--- src/hdl/zrl_stream_pkg.sv ---
`default_nettype none

package zrl_stream_pkg;

    localparam int LANES = 4;  // characters per word

    typedef logic [7:0] char_t;
    typedef char_t [LANES-1:0] word_t;  // lane 0 in the low byte

    typedef struct packed {
        word_t data;
        logic  last;
    } in_beat_t;

    typedef struct packed {
        char_t ch;
        logic  last;
    } char_beat_t;

    typedef struct packed {
        word_t            data;
        logic [LANES-1:0] keep;  // bit 0 is lane 0
        logic             last;
    } out_beat_t;

endpackage

`default_nettype wire

--- src/hdl/zrl_code_pkg.sv ---
`default_nettype none

package zrl_code_pkg;

    localparam logic [7:0] ZERO_CHAR = 8'h30;  // ascii "0"
    localparam logic [7:0] RUN_END   = 8'h07;

    localparam int COUNT_W    = 24;
    localparam int RUN_DIGITS = 7;

    typedef logic [COUNT_W-1:0] count_t;
    typedef logic [RUN_DIGITS-1:0][3:0] digits_t;  // digit 0 is the units

    localparam count_t RUN_MAX = 24'd9_999_999;  // largest 7-digit count

    // encoder FSM
    typedef enum logic [2:0] {
        IDLE,
        COUNT,
        CONVERT,
        EMIT_ZERO,
        EMIT_DIGITS,
        EMIT_END,
        EMIT_LIT
    } enc_state_t;

endpackage

`default_nettype wire

--- src/hdl/zrl_word_unpacker.sv ---
`default_nettype none

module zrl_word_unpacker (
    input  logic                       clk,
    input  logic                       rst,
    input  logic                       in_valid,
    output logic                       in_ready,
    input  zrl_stream_pkg::in_beat_t   in_beat,
    output logic                       char_valid,
    input  logic                       char_ready,
    output zrl_stream_pkg::char_beat_t char_beat
);
    import zrl_stream_pkg::*;

    in_beat_t                   held;
    logic                       full;
    logic [$clog2(LANES)-1:0]   lane;

    assign in_ready   = !full;
    assign char_valid = full;

    // last belongs to the final lane only
    assign char_beat = '{ch: held.data[lane], last: held.last && (lane == LANES - 1)};

    always_ff @(posedge clk) begin
        if (rst) begin
            full <= 1'b0;
            lane <= '0;
        end else if (in_valid && in_ready) begin
            full <= 1'b1;
            lane <= '0;
        end else if (char_valid && char_ready) begin
            if (lane == LANES - 1) begin
                full <= 1'b0;  // word drained
            end
            lane <= lane + 1'b1;
        end
    end

    always_ff @(posedge clk) begin
        if (in_valid && in_ready) begin
            held <= in_beat;
        end
    end

endmodule

`default_nettype wire

--- src/hdl/zrl_decimal_digits.sv ---
`default_nettype none

module zrl_decimal_digits (
    input  logic                  clk,
    input  logic                  rst,
    input  logic                  start,
    input  zrl_code_pkg::count_t  count,
    output logic                  done,
    output zrl_code_pkg::digits_t digits,
    output logic [2:0]            ndigits
);
    import zrl_code_pkg::*;

    count_t                       shreg;
    digits_t                      adj;
    logic                         busy;
    logic [$clog2(COUNT_W)-1:0]   bit_cnt;

    // add 3 to every digit of 5 or more before the shift
    always_comb begin
        adj = digits;
        for (int i = 0; i < RUN_DIGITS; i++) begin
            if (adj[i] >= 4'd5) begin
                adj[i] = adj[i] + 4'd3;
            end
        end
    end

    always_comb begin
        ndigits = 3'd1;  // a count of zero still shows one digit
        for (int i = 1; i < RUN_DIGITS; i++) begin
            if (digits[i] != 4'd0) begin
                ndigits = 3'(i + 1);
            end
        end
    end

    always_ff @(posedge clk) begin
        if (rst) begin
            busy    <= 1'b0;
            done    <= 1'b0;
            bit_cnt <= '0;
        end else begin
            done <= 1'b0;
            if (start) begin
                busy    <= 1'b1;
                bit_cnt <= '0;
            end else if (busy) begin
                bit_cnt <= bit_cnt + 1'b1;
                if (bit_cnt == COUNT_W - 1) begin
                    busy <= 1'b0;
                    done <= 1'b1;
                end
            end
        end
    end

    always_ff @(posedge clk) begin
        if (start) begin
            shreg  <= count;
            digits <= '0;
        end else if (busy) begin
            digits <= {adj[RUN_DIGITS-1][2:0], adj[RUN_DIGITS-2:0], shreg[COUNT_W-1]};
            shreg  <= {shreg[COUNT_W-2:0], 1'b0};  // msb first
        end
    end

endmodule

`default_nettype wire

--- src/hdl/zrl_run_encoder.sv ---
`default_nettype none

module zrl_run_encoder (
    input  logic                       clk,
    input  logic                       rst,
    input  logic                       char_valid,
    output logic                       char_ready,
    input  zrl_stream_pkg::char_beat_t char_beat,
    output logic                       byte_valid,
    input  logic                       byte_ready,
    output zrl_stream_pkg::char_beat_t byte_beat
);
    import zrl_stream_pkg::*;
    import zrl_code_pkg::*;

    enc_state_t state;
    count_t     count;
    count_t     count_inc;
    char_t      lit;
    logic       lit_last;
    logic       lit_pending;
    logic       tok_last;
    logic [2:0] digit_idx;
    logic       char_take;
    logic       is_zero;
    logic       conv_start;
    count_t     conv_count;
    logic       conv_done;
    digits_t    conv_digits;
    logic [2:0] conv_ndigits;

    zrl_decimal_digits u_digits (
        .clk     (clk),
        .rst     (rst),
        .start   (conv_start),
        .count   (conv_count),
        .done    (conv_done),
        .digits  (conv_digits),
        .ndigits (conv_ndigits)
    );

    assign char_ready = (state == IDLE) || (state == COUNT);
    assign char_take  = char_valid && char_ready;
    assign is_zero    = char_beat.ch == ZERO_CHAR;
    assign count_inc  = count + 1'b1;

    // a run closes on a literal, at RUN_MAX or at the end of the frame
    always_comb begin
        conv_start = 1'b0;
        conv_count = count;
        if (char_take) begin
            if (is_zero) begin
                conv_start = (count_inc == RUN_MAX) || char_beat.last;
                conv_count = count_inc;
            end else begin
                conv_start = state == COUNT;
            end
        end
    end

    always_comb begin
        byte_valid = 1'b1;
        case (state)
            EMIT_ZERO:   byte_beat = '{ch: ZERO_CHAR, last: 1'b0};
            EMIT_DIGITS: byte_beat = '{ch: ZERO_CHAR | {4'h0, conv_digits[digit_idx]}, last: 1'b0};
            EMIT_END:    byte_beat = '{ch: RUN_END, last: tok_last};
            EMIT_LIT:    byte_beat = '{ch: lit, last: lit_last};
            default: begin
                byte_valid = 1'b0;
                byte_beat  = '{ch: lit, last: 1'b0};
            end
        endcase
    end

    always_ff @(posedge clk) begin
        if (rst) begin
            state       <= IDLE;
            count       <= '0;
            lit_pending <= 1'b0;
            tok_last    <= 1'b0;
            digit_idx   <= '0;
        end else begin
            case (state)
                IDLE, COUNT: begin
                    if (conv_start) begin
                        state       <= CONVERT;
                        count       <= '0;
                        lit_pending <= !is_zero;  // literal waits behind the token
                        tok_last    <= is_zero && char_beat.last;
                    end else if (char_take && is_zero) begin
                        state <= COUNT;
                        count <= count_inc;
                    end else if (char_take) begin
                        state <= EMIT_LIT;
                    end
                end
                CONVERT: begin
                    if (conv_done) begin
                        state     <= EMIT_ZERO;
                        digit_idx <= '0;
                    end
                end
                EMIT_ZERO: begin
                    if (byte_ready) begin
                        state <= EMIT_DIGITS;
                    end
                end
                EMIT_DIGITS: begin
                    if (byte_ready) begin
                        if (digit_idx == conv_ndigits - 3'd1) begin
                            state <= EMIT_END;
                        end else begin
                            digit_idx <= digit_idx + 3'd1;  // units first
                        end
                    end
                end
                EMIT_END: begin
                    if (byte_ready) begin
                        state <= lit_pending ? EMIT_LIT : IDLE;
                    end
                end
                EMIT_LIT: begin
                    if (byte_ready) begin
                        state <= IDLE;
                    end
                end
                default: state <= IDLE;
            endcase
        end
    end

    always_ff @(posedge clk) begin
        if (char_take && !is_zero) begin
            lit      <= char_beat.ch;
            lit_last <= char_beat.last;
        end
    end

endmodule

`default_nettype wire

--- src/hdl/zrl_byte_packer.sv ---
`default_nettype none

module zrl_byte_packer (
    input  logic                       clk,
    input  logic                       rst,
    input  logic                       byte_valid,
    output logic                       byte_ready,
    input  zrl_stream_pkg::char_beat_t byte_beat,
    output logic                       out_valid,
    input  logic                       out_ready,
    output zrl_stream_pkg::out_beat_t  out_beat
);
    import zrl_stream_pkg::*;

    word_t                    data_q;
    logic [LANES-1:0]         keep_q;
    logic                     last_q;
    logic [$clog2(LANES)-1:0] fill;
    logic                     byte_take;

    assign byte_ready = !out_valid;  // stall while a word waits
    assign byte_take  = byte_valid && byte_ready;
    assign out_beat   = '{data: data_q, keep: keep_q, last: last_q};

    always_ff @(posedge clk) begin
        if (rst) begin
            out_valid <= 1'b0;
            fill      <= '0;
            keep_q    <= '0;
            last_q    <= 1'b0;
        end else if (out_valid) begin
            if (out_ready) begin
                out_valid <= 1'b0;
            end
        end else if (byte_take) begin
            for (int i = 0; i < LANES; i++) begin
                if (i == fill) begin
                    keep_q[i] <= 1'b1;
                end else if (fill == '0) begin
                    keep_q[i] <= 1'b0;  // fresh word
                end
            end
            last_q <= byte_beat.last;
            if ((fill == LANES - 1) || byte_beat.last) begin
                out_valid <= 1'b1;
                fill      <= '0;
            end else begin
                fill <= fill + 1'b1;
            end
        end
    end

    // unused lanes read as zero
    always_ff @(posedge clk) begin
        if (byte_take) begin
            for (int i = 0; i < LANES; i++) begin
                if (i == fill) begin
                    data_q[i] <= byte_beat.ch;
                end else if (fill == '0) begin
                    data_q[i] <= '0;
                end
            end
        end
    end

endmodule

`default_nettype wire

--- src/hdl/zrl_coder_top.sv ---
`default_nettype none

module zrl_coder_top (
    input  logic                      clk,
    input  logic                      rst,
    input  logic                      in_valid,
    output logic                      in_ready,
    input  zrl_stream_pkg::in_beat_t  in_beat,
    output logic                      out_valid,
    input  logic                      out_ready,
    output zrl_stream_pkg::out_beat_t out_beat
);
    import zrl_stream_pkg::*;

    logic       char_valid;
    logic       char_ready;
    char_beat_t char_beat;
    logic       byte_valid;
    logic       byte_ready;
    char_beat_t byte_beat;

    zrl_word_unpacker u_unpacker (
        .clk        (clk),
        .rst        (rst),
        .in_valid   (in_valid),
        .in_ready   (in_ready),
        .in_beat    (in_beat),
        .char_valid (char_valid),
        .char_ready (char_ready),
        .char_beat  (char_beat)
    );

    zrl_run_encoder u_encoder (
        .clk        (clk),
        .rst        (rst),
        .char_valid (char_valid),
        .char_ready (char_ready),
        .char_beat  (char_beat),
        .byte_valid (byte_valid),
        .byte_ready (byte_ready),
        .byte_beat  (byte_beat)
    );

    zrl_byte_packer u_packer (
        .clk        (clk),
        .rst        (rst),
        .byte_valid (byte_valid),
        .byte_ready (byte_ready),
        .byte_beat  (byte_beat),
        .out_valid  (out_valid),
        .out_ready  (out_ready),
        .out_beat   (out_beat)
    );

endmodule

`default_nettype wire

--- config.mk ---
export PLATFORM = sky130hd
export DESIGN_NAME = zrl_coder_top
export DESIGN_NICKNAME = d
export VERILOG_FILES = /design/src/hdl/zrl_stream_pkg.sv /design/src/hdl/zrl_code_pkg.sv /design/src/hdl/zrl_word_unpacker.sv /design/src/hdl/zrl_decimal_digits.sv /design/src/hdl/zrl_run_encoder.sv /design/src/hdl/zrl_byte_packer.sv /design/src/hdl/zrl_coder_top.sv
export SDC_FILE = /design/constraint.sdc
export NUM_CORES = 1
export LEC_CHECK = 0
export BUFFER_PORTS_ARGS = -buffer_cell sky130_fd_sc_hd__buf_2
export CAP_MARGIN = 40
export CORE_ASPECT_RATIO = 0.75
export CORE_MARGIN = 4
export CORE_UTILIZATION = 60
export CTS_BUF_LIST = sky130_fd_sc_hd__clkbuf_4
export DETAILED_ROUTE_END_ITERATION = 10
export PLACE_DENSITY = 0.8
export SETUP_SLACK_MARGIN = 0.05
export SLEW_MARGIN = 40
export SYNTH_ARGS = -nofsm -noshare
export SYNTH_HDL_FRONTEND = slang
export SYNTH_SLANG_ARGS = --single-unit
--- constraint.sdc ---
create_clock -name clk -period 4.1 [get_ports clk]
set_input_delay 0.82 -clock clk [delete_from_list [all_inputs] [get_ports clk]]
set_output_delay 0.82 -clock clk [all_outputs]
set_load 0.01 [all_outputs]
# [Word level (Yosys, flattened, before mapping)]
# Index checks and enable logic that the tools add are counted.
[word_totals] reg_bits=176 in_bits=37 elab_cells=193
[classes] order_cmp=9 n_eq_ne=23 n_reduce_logical=48 n_mux=62 n_addsub=13 n_bitwise=2
[op_table] operator="2-to-1 mux 24 bit" count=6
[op_table] operator="2-to-1 mux 3 bit" count=19
[op_table] operator="2-to-1 mux 8 bit" count=5
[op_table] operator="one-hot mux 9 bit (4 select lines)" count=1
[op_table] operator=">= comparator 4 x 3 -> 1 bit (second input constant)" count=7
[op_table] operator="2-to-1 mux 4 bit" count=7
[op_table] operator="adder 24 x 1 -> 24 bit (second input constant)" count=1
[op_table] operator="adder 4 x 2 -> 4 bit (second input constant)" count=6
[op_table] operator="equality test 24 bit (second input constant)" count=1
[op_table] operator="nonzero test 4 bit" count=6
[op_table] operator="2-to-1 mux 1 bit" count=18
[op_table] operator="one-hot mux 3 bit (6 select lines)" count=1
[op_table] operator="binary-select mux 8 bit (select 2 bit)" count=1
[op_table] operator="AND reduction 2 bit" count=8
[op_table] operator="nonzero test 2 bit" count=8
[op_table] operator="binary-select mux 4 bit (select 3 bit)" count=1
[op_table] operator="!= test 2 bit (second input constant)" count=6
[op_table] operator="AND reduction 3 bit" count=4
[op_table] operator="equality test 3 bit (second input constant)" count=3
[op_table] operator="equality test 8 x 6 -> 1 bit (second input constant)" count=1
[op_table] operator="logical AND 1 bit" count=7
[op_table] operator="AND reduction 7 bit" count=1
[op_table] operator="equality test 3 x 2 -> 1 bit (second input constant)" count=2
[op_table] operator="one-hot mux 3 bit (2 select lines)" count=1
[op_table] operator="25 further kinds" count=36

# [Longest topological paths before layout]
# Gate-level depths: netlist (run 1).
[depth] word_depth=12 mapped_depth=13 ltp_nobuf=13

# [By module]
# From an unflattened synthesis (run 1), not the netlist that was laid out.
[unflattened] cells_unflattened=893 hier_area_um2=9207.6
[modules_own_cells] mod="zrl_run_encoder" area_per_inst_um2=3228.1 cells_each=414 seq_area_each_um2=910.9 n_inst=1
[modules_own_cells] mod="zrl_decimal_digits" area_per_inst_um2=3085.5 cells_each=310 seq_area_each_um2=1421.4 n_inst=1
[modules_own_cells] mod="zrl_byte_packer" area_per_inst_um2=1547.7 cells_each=109 seq_area_each_um2=1121.1 n_inst=1
[modules_own_cells] mod="zrl_word_unpacker" area_per_inst_um2=1346.3 cells_each=60 seq_area_each_um2=1051.0 n_inst=1

# [Worst setup path before layout (run 1)]
# OpenSTA, ideal clock, no wires.
[synth_timing] path_type="reg2reg" start="register u_encoder.count[0]" end="register u_encoder.u_digits.shreg[0] (enable)" stages_incl_launch_ff=11 path_slack_ns=0.727 setup_time_ns=0.381 arrival_ns=2.992 n_path_buf=2 required_ns=3.719 synth_period_minus_slack_ns=3.373 path_cell_list="dfxtp_1 ha_1 inv_1 or4_1 buf_2 a2111oi_1 o22ai_1 nor4_4 o21ai_2 buf_2 nand2_1"
[synth_via] elab_chain_len=6
[synth_rtl] item="from (decl)" line="zrl_run_encoder.sv:17" rtl="count_t count;"
[synth_rtl] item="from (signal assigned)" line="zrl_run_encoder.sv:92" rtl="count <= count_inc;"
[synth_rtl] item="adder 24 x 1 -> 24 bit" line="zrl_run_encoder.sv:45" rtl="assign count_inc = count + 1'b1;"
[synth_rtl] item="equality test 24 bit" line="zrl_run_encoder.sv:53" rtl="conv_start = (count_inc == RUN_MAX) || char_beat.last;"
[synth_rtl] item="logical OR 1 bit" line="zrl_run_encoder.sv:53"
[synth_rtl] item="2-to-1 mux 1 bit" line="zrl_run_encoder.sv:52" rtl="if (is_zero) begin"
[synth_rtl] item="2-to-1 mux 1 bit" line="zrl_run_encoder.sv:51" rtl="if (char_take) begin"
[synth_rtl] item="nonzero test 2 bit (no line)"
[synth_rtl] item="to (signal assigned)" line="zrl_decimal_digits.sv:60" rtl="shreg <= count;"
[synth_rtl] item="to (signal assigned)" line="zrl_decimal_digits.sv:64" rtl="shreg <= {shreg[COUNT_W-2:0], 1'b0};"
[synth_rtl] item="to (decl)" line="zrl_decimal_digits.sv:14" rtl="count_t shreg;"
# Every way passes these cells.
# A chain may end at the register's enable or synchronous reset.

# [Worst setup path after layout (run 1)]
[layout_timing] start="register u_encoder.u_digits.digits[4] (netlist bit)" end="register u_encoder.digit_idx[0]"
[layout_via] elab_chain_len=11
[layout_rtl] item="from (decl)" line="zrl_decimal_digits.sv:9" rtl="output zrl_code_pkg::digits_t digits,"
[layout_rtl] item="from (signal assigned)" line="zrl_decimal_digits.sv:63" rtl="digits <= {adj[RUN_DIGITS-1][2:0], adj[RUN_DIGITS-2:0], shreg[COUNT_W-1]};"
[layout_rtl] item="nonzero test 4 bit" line="zrl_decimal_digits.sv:32" rtl="if (digits[i] != 4'd0) begin"
[layout_rtl] item="2-to-1 mux 2 bit" line="zrl_decimal_digits.sv:32"
[layout_rtl] item="2-to-1 mux 3 bit (5 in series)" line="zrl_decimal_digits.sv:32"
[layout_rtl] item="subtractor 3 x 1 -> 3 bit" line="zrl_run_encoder.sv:110" rtl="if (digit_idx == conv_ndigits - 3'd1) begin"
[layout_rtl] item="equality test 3 bit" line="zrl_run_encoder.sv:110"
[layout_rtl] item="!= test 2 bit (no line)"
[layout_rtl] item="AND reduction 4 bit (no line)"
[layout_rtl] item="to (signal assigned)" line="zrl_run_encoder.sv:113" rtl="digit_idx <= digit_idx + 3'd1;"
[layout_rtl] item="to (decl)" line="zrl_run_encoder.sv:23" rtl="logic [2:0] digit_idx;"
# Every way passes these cells.

==> results.ini, run 1 <==
[finish]
nFillCells = 1135
fin_nets = 1024
diodes = 0
syn_to_final_growth_pct = 9.358
fin_cells = 1174
drive_above_1_share_pct = 15.81

[routing]
routed_via_density = 5.717
drt_iter0_markers = 613
wl_um = 18830
vias = 6712
route.detailed.drc = 0
final_antenna_net_count = 0
routedWlPerCell_um = 16.03
drt_first_pass_iters = 6

[floorplanning]
start_util_pct = 61.58
dieArea_um2 = 16970
die_w_um = 149.1
die_h_um = 113.8
io_pins = 76
coreArea_um2 = 14550
row_count = 38

[yosys]
synth_most_common_cell = edfxtp_1
synth_warnings = 0
synth-seq-cells = 176
synthCells = 907
avgSynthCellArea_um2 = 9.877
synth_cell_types = 68
synthTopCellsByArea = edfxtp_1 33%, dfxtp_1 17%, nand2_1 4.0%, nor2_1 3.8%, ha_1 3.6%
synth_edf_count = 98
syn_nets = 970
yosys.area.top_type = edfxtp_1
synth.top_cell.area_share_pct = 32.85
async_flop_share_pct = 0
netlist_area_um2 = 8959
synth_top_cells_by_count = 98 x edfxtp_1, 95 x nand2_1, 90 x nor2_1
synthFlopType = edfxtp_1
ys_seq_area_share_pct = 50.28

[worst_hold_path]
min_path_cells = 1
hold_end = u_unpacker.held[7]
hp-start = in_beat[7]
hp-class = input pin to register

[power_and_ir_drop]
pwr-share-clk_pct = 25.0
p_leak_uw = 0.003621
p_int_uw = 2776
switching_share_pct = 34.54
p_sw_uw = 1465
power_density_nw_per_um2 = 433.0
power_uw = 4242
ir_drop_mv = 0.3937
comb_power_share_pct = 21.4
pwr-share-seq_pct = 53.7

[sta]
min_period_ns = 3.657
finClkSkew_ns = 0.03860
fin_tns_setup_ns = 0
fin_hold_ws_ns = 0.3794
fmax_mhz = 273.5
rsz0062_at_grt = false
tightest_slew_ns = 0.8084
fin_crit_sh_pct = 89.19
slew_viol_final = 0
slew_headroom_pct = 45.91
finalHoldViolCount = 0
setup_viol = 0

[setup_path]
crit_required_ns = 4.57
cp-start-kind = register
r2r_end = u_encoder.digit_idx[0]
critical_path_class = register to register
critPathArrivalTime_ns = 4.13
critPathCaptureType = register
crit_fanout = 5
reg2reg_depth = 12
rrSetupSlack_ns = 0.44
r2r_start = u_encoder.u_digits.digits[4]

[clocking]
clkSinkCount = 176
clock_latency_ns = 0.59
cts_setup_buffers = 0
cts-resized-gates = 0
cts-root-buf = clkbuf_4
numCtsBuffers = 17
holdBufCountCts = 0
cts_tree = yes
clk_path_buf_depth = 2
path_clk_slew_ns = 0.19
h-tree-depth = 4

[job]
cap_violations = 0

[global_route]
antenna_found_initial = 0
grt_max_degree = 51
grt_first_pass_wirelength_um = 31320
grt_pass1_vias = 6268
grt_overflow = 0
grt_usage_pct = 22.96

[outcome]
run_status = finished, final reports clean

[place]
port_buffers = 75
place_congestion = 0.8869
dp.cells = 1141
hpwlAfterDp_um = 13470

[critical path, stage by stage, from the launching register on]
cell	delay, ns
dfxtp_1	0.37
inv_1	0.10
ha_1	0.23
or3b_2	0.47
a2111oi_2	0.47
nor2_1	0.10
ha_1	0.22
xnor2_1	0.13
xnor2_1	0.15
nor4_1	0.53
o21ai_0	0.23
and4b_1	0.23
a2111oi_0	0.32
[layout make-up]
type	count	area, um^2	share of cell area (%)
well taps	200	250.2	2.554
flip-flops and latches	176	4504	45.98
clock inverters	15	197.7	2.018
multi-input cells	649	4109	41.94
inverters	28	105.1	1.073
repair buffers	89	503.0	5.134
clock buffers	17	127.6	1.303
[metrics by stage]
| step | setup WS (ns) | cell area (um^2) | utilization (%) |
|---|---|---|---|
| after global placement | 0.5113 | 9462 | 65.03 |
| after global routing | 0.1535 | 9797 | 67.34 |
| final | 0.4434 | 9797 | 67.34 |
| after detailed placement | 0.3885 | 9462 | 65.03 |
| after CTS | 0.3417 | 9787 | 67.27 |
| after floorplan | 0.7266 | 8959 | - |
[sequential cells by signal, summed over array words and instances, names as in the netlist, 2 cells and up]
name,count
u_unpacker.lane,2
u_unpacker.held,33
u_encoder.digit_idx,3
u_encoder.lit,8
u_packer.keep_q,4
u_encoder.count,24
u_encoder.state,3
u_encoder.u_digits.bit_cnt,5
u_packer.fill,2
u_encoder.u_digits.digits,28
u_encoder.u_digits.shreg,24
u_packer.out_beat,32
[how the worst max path moves through the flow]
stage | from | depth (start not counted) | slack (ns) | end
after CTS | u_encoder.u_digits.digits[4] | 12 | 0.34 | u_encoder.digit_idx[0]
after floorplan | u_encoder.count[0] | 10 | 0.73 | u_encoder.u_digits.shreg[0]
after global placement | u_encoder.u_digits.digits[4] | 12 | 0.51 | u_encoder.digit_idx[0]
after global routing | u_encoder.u_digits.digits[4] | 12 | 0.15 | u_encoder.digit_idx[0]
after detailed placement | u_encoder.u_digits.digits[4] | 12 | 0.39 | u_encoder.digit_idx[0]
final | u_encoder.u_digits.digits[4] | 12 | 0.44 | u_encoder.digit_idx[0]
[layout by cell type, fill, tap and decap left out, drive strengths merged, types with 4 or more instances in the layout]
master	count
a2111oi	4
a21boi	4
a21o	4
a21oi	55
a22oi	5
and2	25
and3	9
buf	89
clkbuf	17
clkinv	4
dfxtp	78
edfxtp	98
ha	26
inv	38
mux2i	18
mux4	12
nand2	95
nand2b	20
nand3	37
nand3b	4
nand4	10
nor2	92
nor2b	11
nor3	27
nor3b	6
nor4	8
o211ai	5
o21ai	73
or2	4
or3	9
xnor2	28
xor2	22
[kinds of logic (layout without fill, tap and decap cells)]
family          count (synthesis)  in the layout  synth area share (%)
xor+xnor                       50             50                 4.888
fa+ha+maj                      27             27                 3.743
simple gates                  368            368                 20.84
compound gates                173            173                 11.16
mux                            31             31                 5.154
flops                         176            176                 50.28
buf+inv                        82            149                 3.939
[power groups by stage]
stage / Sequential (uW) / Clock [uW] / Combinational [uW]
global route: 2310 / 1160 / 1020
CTS: 2280 / 1080 / 898
finish: 2280 / 1060 / 906
detailed placement: 2310 / 0 / 894
global placement: 2310 / 0 / 863
floorplan: 2270 / 0 / 643
[metal layers]
layer / track usage (%) / share of wire (%) / vias up
met5: 0 / 0 / -
met1: 34.97 / 49 / 3162
li1: - / - / 3326
met2: 33.44 / 44 / 200
met3: 4.925 / 5.7 / 24
met4: 6.098 / 1.4 / 0
Note: power is estimated with default switching activity, not from simulation.
==> inputs of run 2 (changes only) <==
--- a/config.mk
+++ b/config.mk
@@ -6,8 +6,7 @@
 export NUM_CORES = 1
 export LEC_CHECK = 0
 export BUFFER_PORTS_ARGS = -buffer_cell sky130_fd_sc_hd__buf_2
-export CAP_MARGIN = 40
-export CORE_ASPECT_RATIO = 0.75
+export CAP_MARGIN = 15
 export CORE_MARGIN = 4
 export CORE_UTILIZATION = 60
 export CTS_BUF_LIST = sky130_fd_sc_hd__clkbuf_4
==> constraint.sdc (replaced) <==
create_clock -name clk -period 4.1 [get_ports clk]
set_input_delay 0.82 -clock clk [delete_from_list [all_inputs] [get_ports clk]]
set_output_delay 0.82 -clock clk [all_outputs]
set_load 0.005 [all_outputs]
==> run 2 against run 1 <==
Against the previous run: sequential power barely moved; critical endpoint unchanged; combinational power fell by 6.3%; cell count fell by 1.4%; critical path type unchanged; critical path depth did not move; core utilization fell by 0.67 points; fmax fell by 4.4%; register-to-register slack got worse by 0.17 ns; first-iteration DRC count fell by 16%; die area fell by 0.12%; hold slack improved by 0.020 ns.
==> results.ini, run 2 (synthesis gave the netlist of run 1 again) <==
[outcome]
run_status = finished, final reports clean

[sta]
fmax_mhz = 261.3
fin_crit_sh_pct = 93.33
rsz0062_at_grt = false
tightest_slew_ns = 0.7782
setup_viol = 0
finClkSkew_ns = 0.01895
finalHoldViolCount = 0
slew_headroom_pct = 47.57
slew_viol_final = 0
fin_tns_setup_ns = 0
min_period_ns = 3.827

[finish]
drive_above_1_share_pct = 15.72
max_flop_register = u_unpacker.held
syn_to_final_growth_pct = 8.561
layout_common_cells = 98 x edfxtp_1, 95 x nand2_1, 89 x nor2_1
nFillCells = 1149
fin_nets = 1023
largest_reg_flops = 33
final_common_cell = edfxtp_1
fin_cells = 1157
design_area_um2 = 9726
diodes = 0

[floorplanning]
die_h_um = 130.2
io_pins = 76
row_count = 44
coreArea_um2 = 14590
die_w_um = 130.2
start_util_pct = 61.41
dieArea_um2 = 16950

[global_route]
grt_overflow = 0
grt_usage_pct = 22.39
antenna_found_initial = 0
grt_pass1_vias = 6207
grt_first_pass_wirelength_um = 30360
grt_max_degree = 36

[routing]
route.detailed.drc = 0
vias = 6695
drt_first_pass_iters = 5
wl_um = 18430
final_antenna_net_count = 0
routed_via_density = 5.787
drt_iter0_markers = 517
routedWlPerCell_um = 15.93

[place]
dp.cells = 1125
place_congestion = 0.8658
hpwlAfterDp_um = 13060
port_buffers = 75
post_dp_cell_area_um2 = 9424

[power_and_ir_drop]
switching_share_pct = 32.40
power_uw = 4150
pwr-share-clk_pct = 24.7
ir_drop_mv = 0.2578
p_leak_uw = 0.003597
power_density_nw_per_um2 = 426.7
pwr-share-seq_pct = 54.8
p_sw_uw = 1345
p_int_uw = 2806
comb_power_share_pct = 20.5

[clocking]
clkSinkCount = 176
clock_latency_ns = 0.58
cts-root-buf = clkbuf_4
clk_path_buf_depth = 2
cts_tree = yes
holdBufCountCts = 0
numCtsBuffers = 17
cts-resized-gates = 0
cts_setup_buffers = 0
path_clk_slew_ns = 0.16
h-tree-depth = 4

[worst_hold_path]
hp-class = input pin to register
hp-start = in_beat[24]

[setup_path]
critical_path_class = register to register
cp-start-kind = register
critPathCaptureType = register
crit_required_ns = 4.57
rrSetupSlack_ns = 0.27
crit_fanout = 5
worstSetupStartpoint = u_encoder.u_digits.digits[5]
critPathArrivalTime_ns = 4.30
r2r_start = u_encoder.u_digits.digits[5]

[job]
cap_violations = 0

run 2: changes by cell type in the layout (fill, tap and decap cells not counted), moves of 2 or more:
cell,change
clkinv_4,+2
buf_4,+2
clkinv_8,-3
inv_12,-3
buf_12,-2
run 2: layout make-up:
class	instances	area [um^2]	share of cell area [%]
clock buffer	18	135.1	1.389
inverter	28	105.1	1.081
tap	184	230.2	2.367
multi-input combinational	649	4111	42.27
sequential	176	4504	46.31
clock inverter	14	166.4	1.711
timing repair buffer	88	473.0	4.863
run 2: critical path: stages, from the launching register on:
cell and delay [ns]:
dfxtp_1 0.38, inv_1 0.09, ha_1 0.22, or3b_2 0.47, a2111oi_1 0.65, nor2_1 0.12
ha_1 0.23, xnor2_1 0.14, xnor2_1 0.15, nor4_1 0.48, o21ai_0 0.22, and4b_1 0.24
a2111oi_0 0.35
run 2: power by group through the flow:
stage               logic (uW)  clock network [uW]  registers (uW)
finish                     849                1030            2280
detailed placement         846                   0            2310
CTS                        854                1030            2280
floorplan                  643                   0            2230
global route               970                1110            2310
global placement           822                   0            2310
run 2: path summary, 6_finish.rpt:
path	to	cells after the start
worst min register to register	u_encoder.tok_last	2
worst max-delay path	u_encoder.digit_idx[0]	12
worst min-delay path	u_unpacker.held[24]	1
worst max register to register	u_encoder.digit_idx[0]	12
run 2: through the flow:
step / setup WS (ns) / hold WS (ns) / util, %
final: 0.2734 / 0.3996 / 66.66
after global placement: 0.5868 / 0.4482 / 64.56
after CTS: 0.3374 / 0.3686 / 66.66
after global routing: 0.05112 / 0.3579 / 66.66
after floorplan: 0.7266 / 0.4321 / -
after detailed placement: 0.4211 / 0.4490 / 64.60
run 2: layer usage:
layer	global-route usage, %	vias to the layer above	wire length [um]
li1	-	3318	-
met1	31.27	3179	8337
met2	36.03	174	8970
met3	3.971	24	844
met4	6.601	0	279
met5	0	-	0
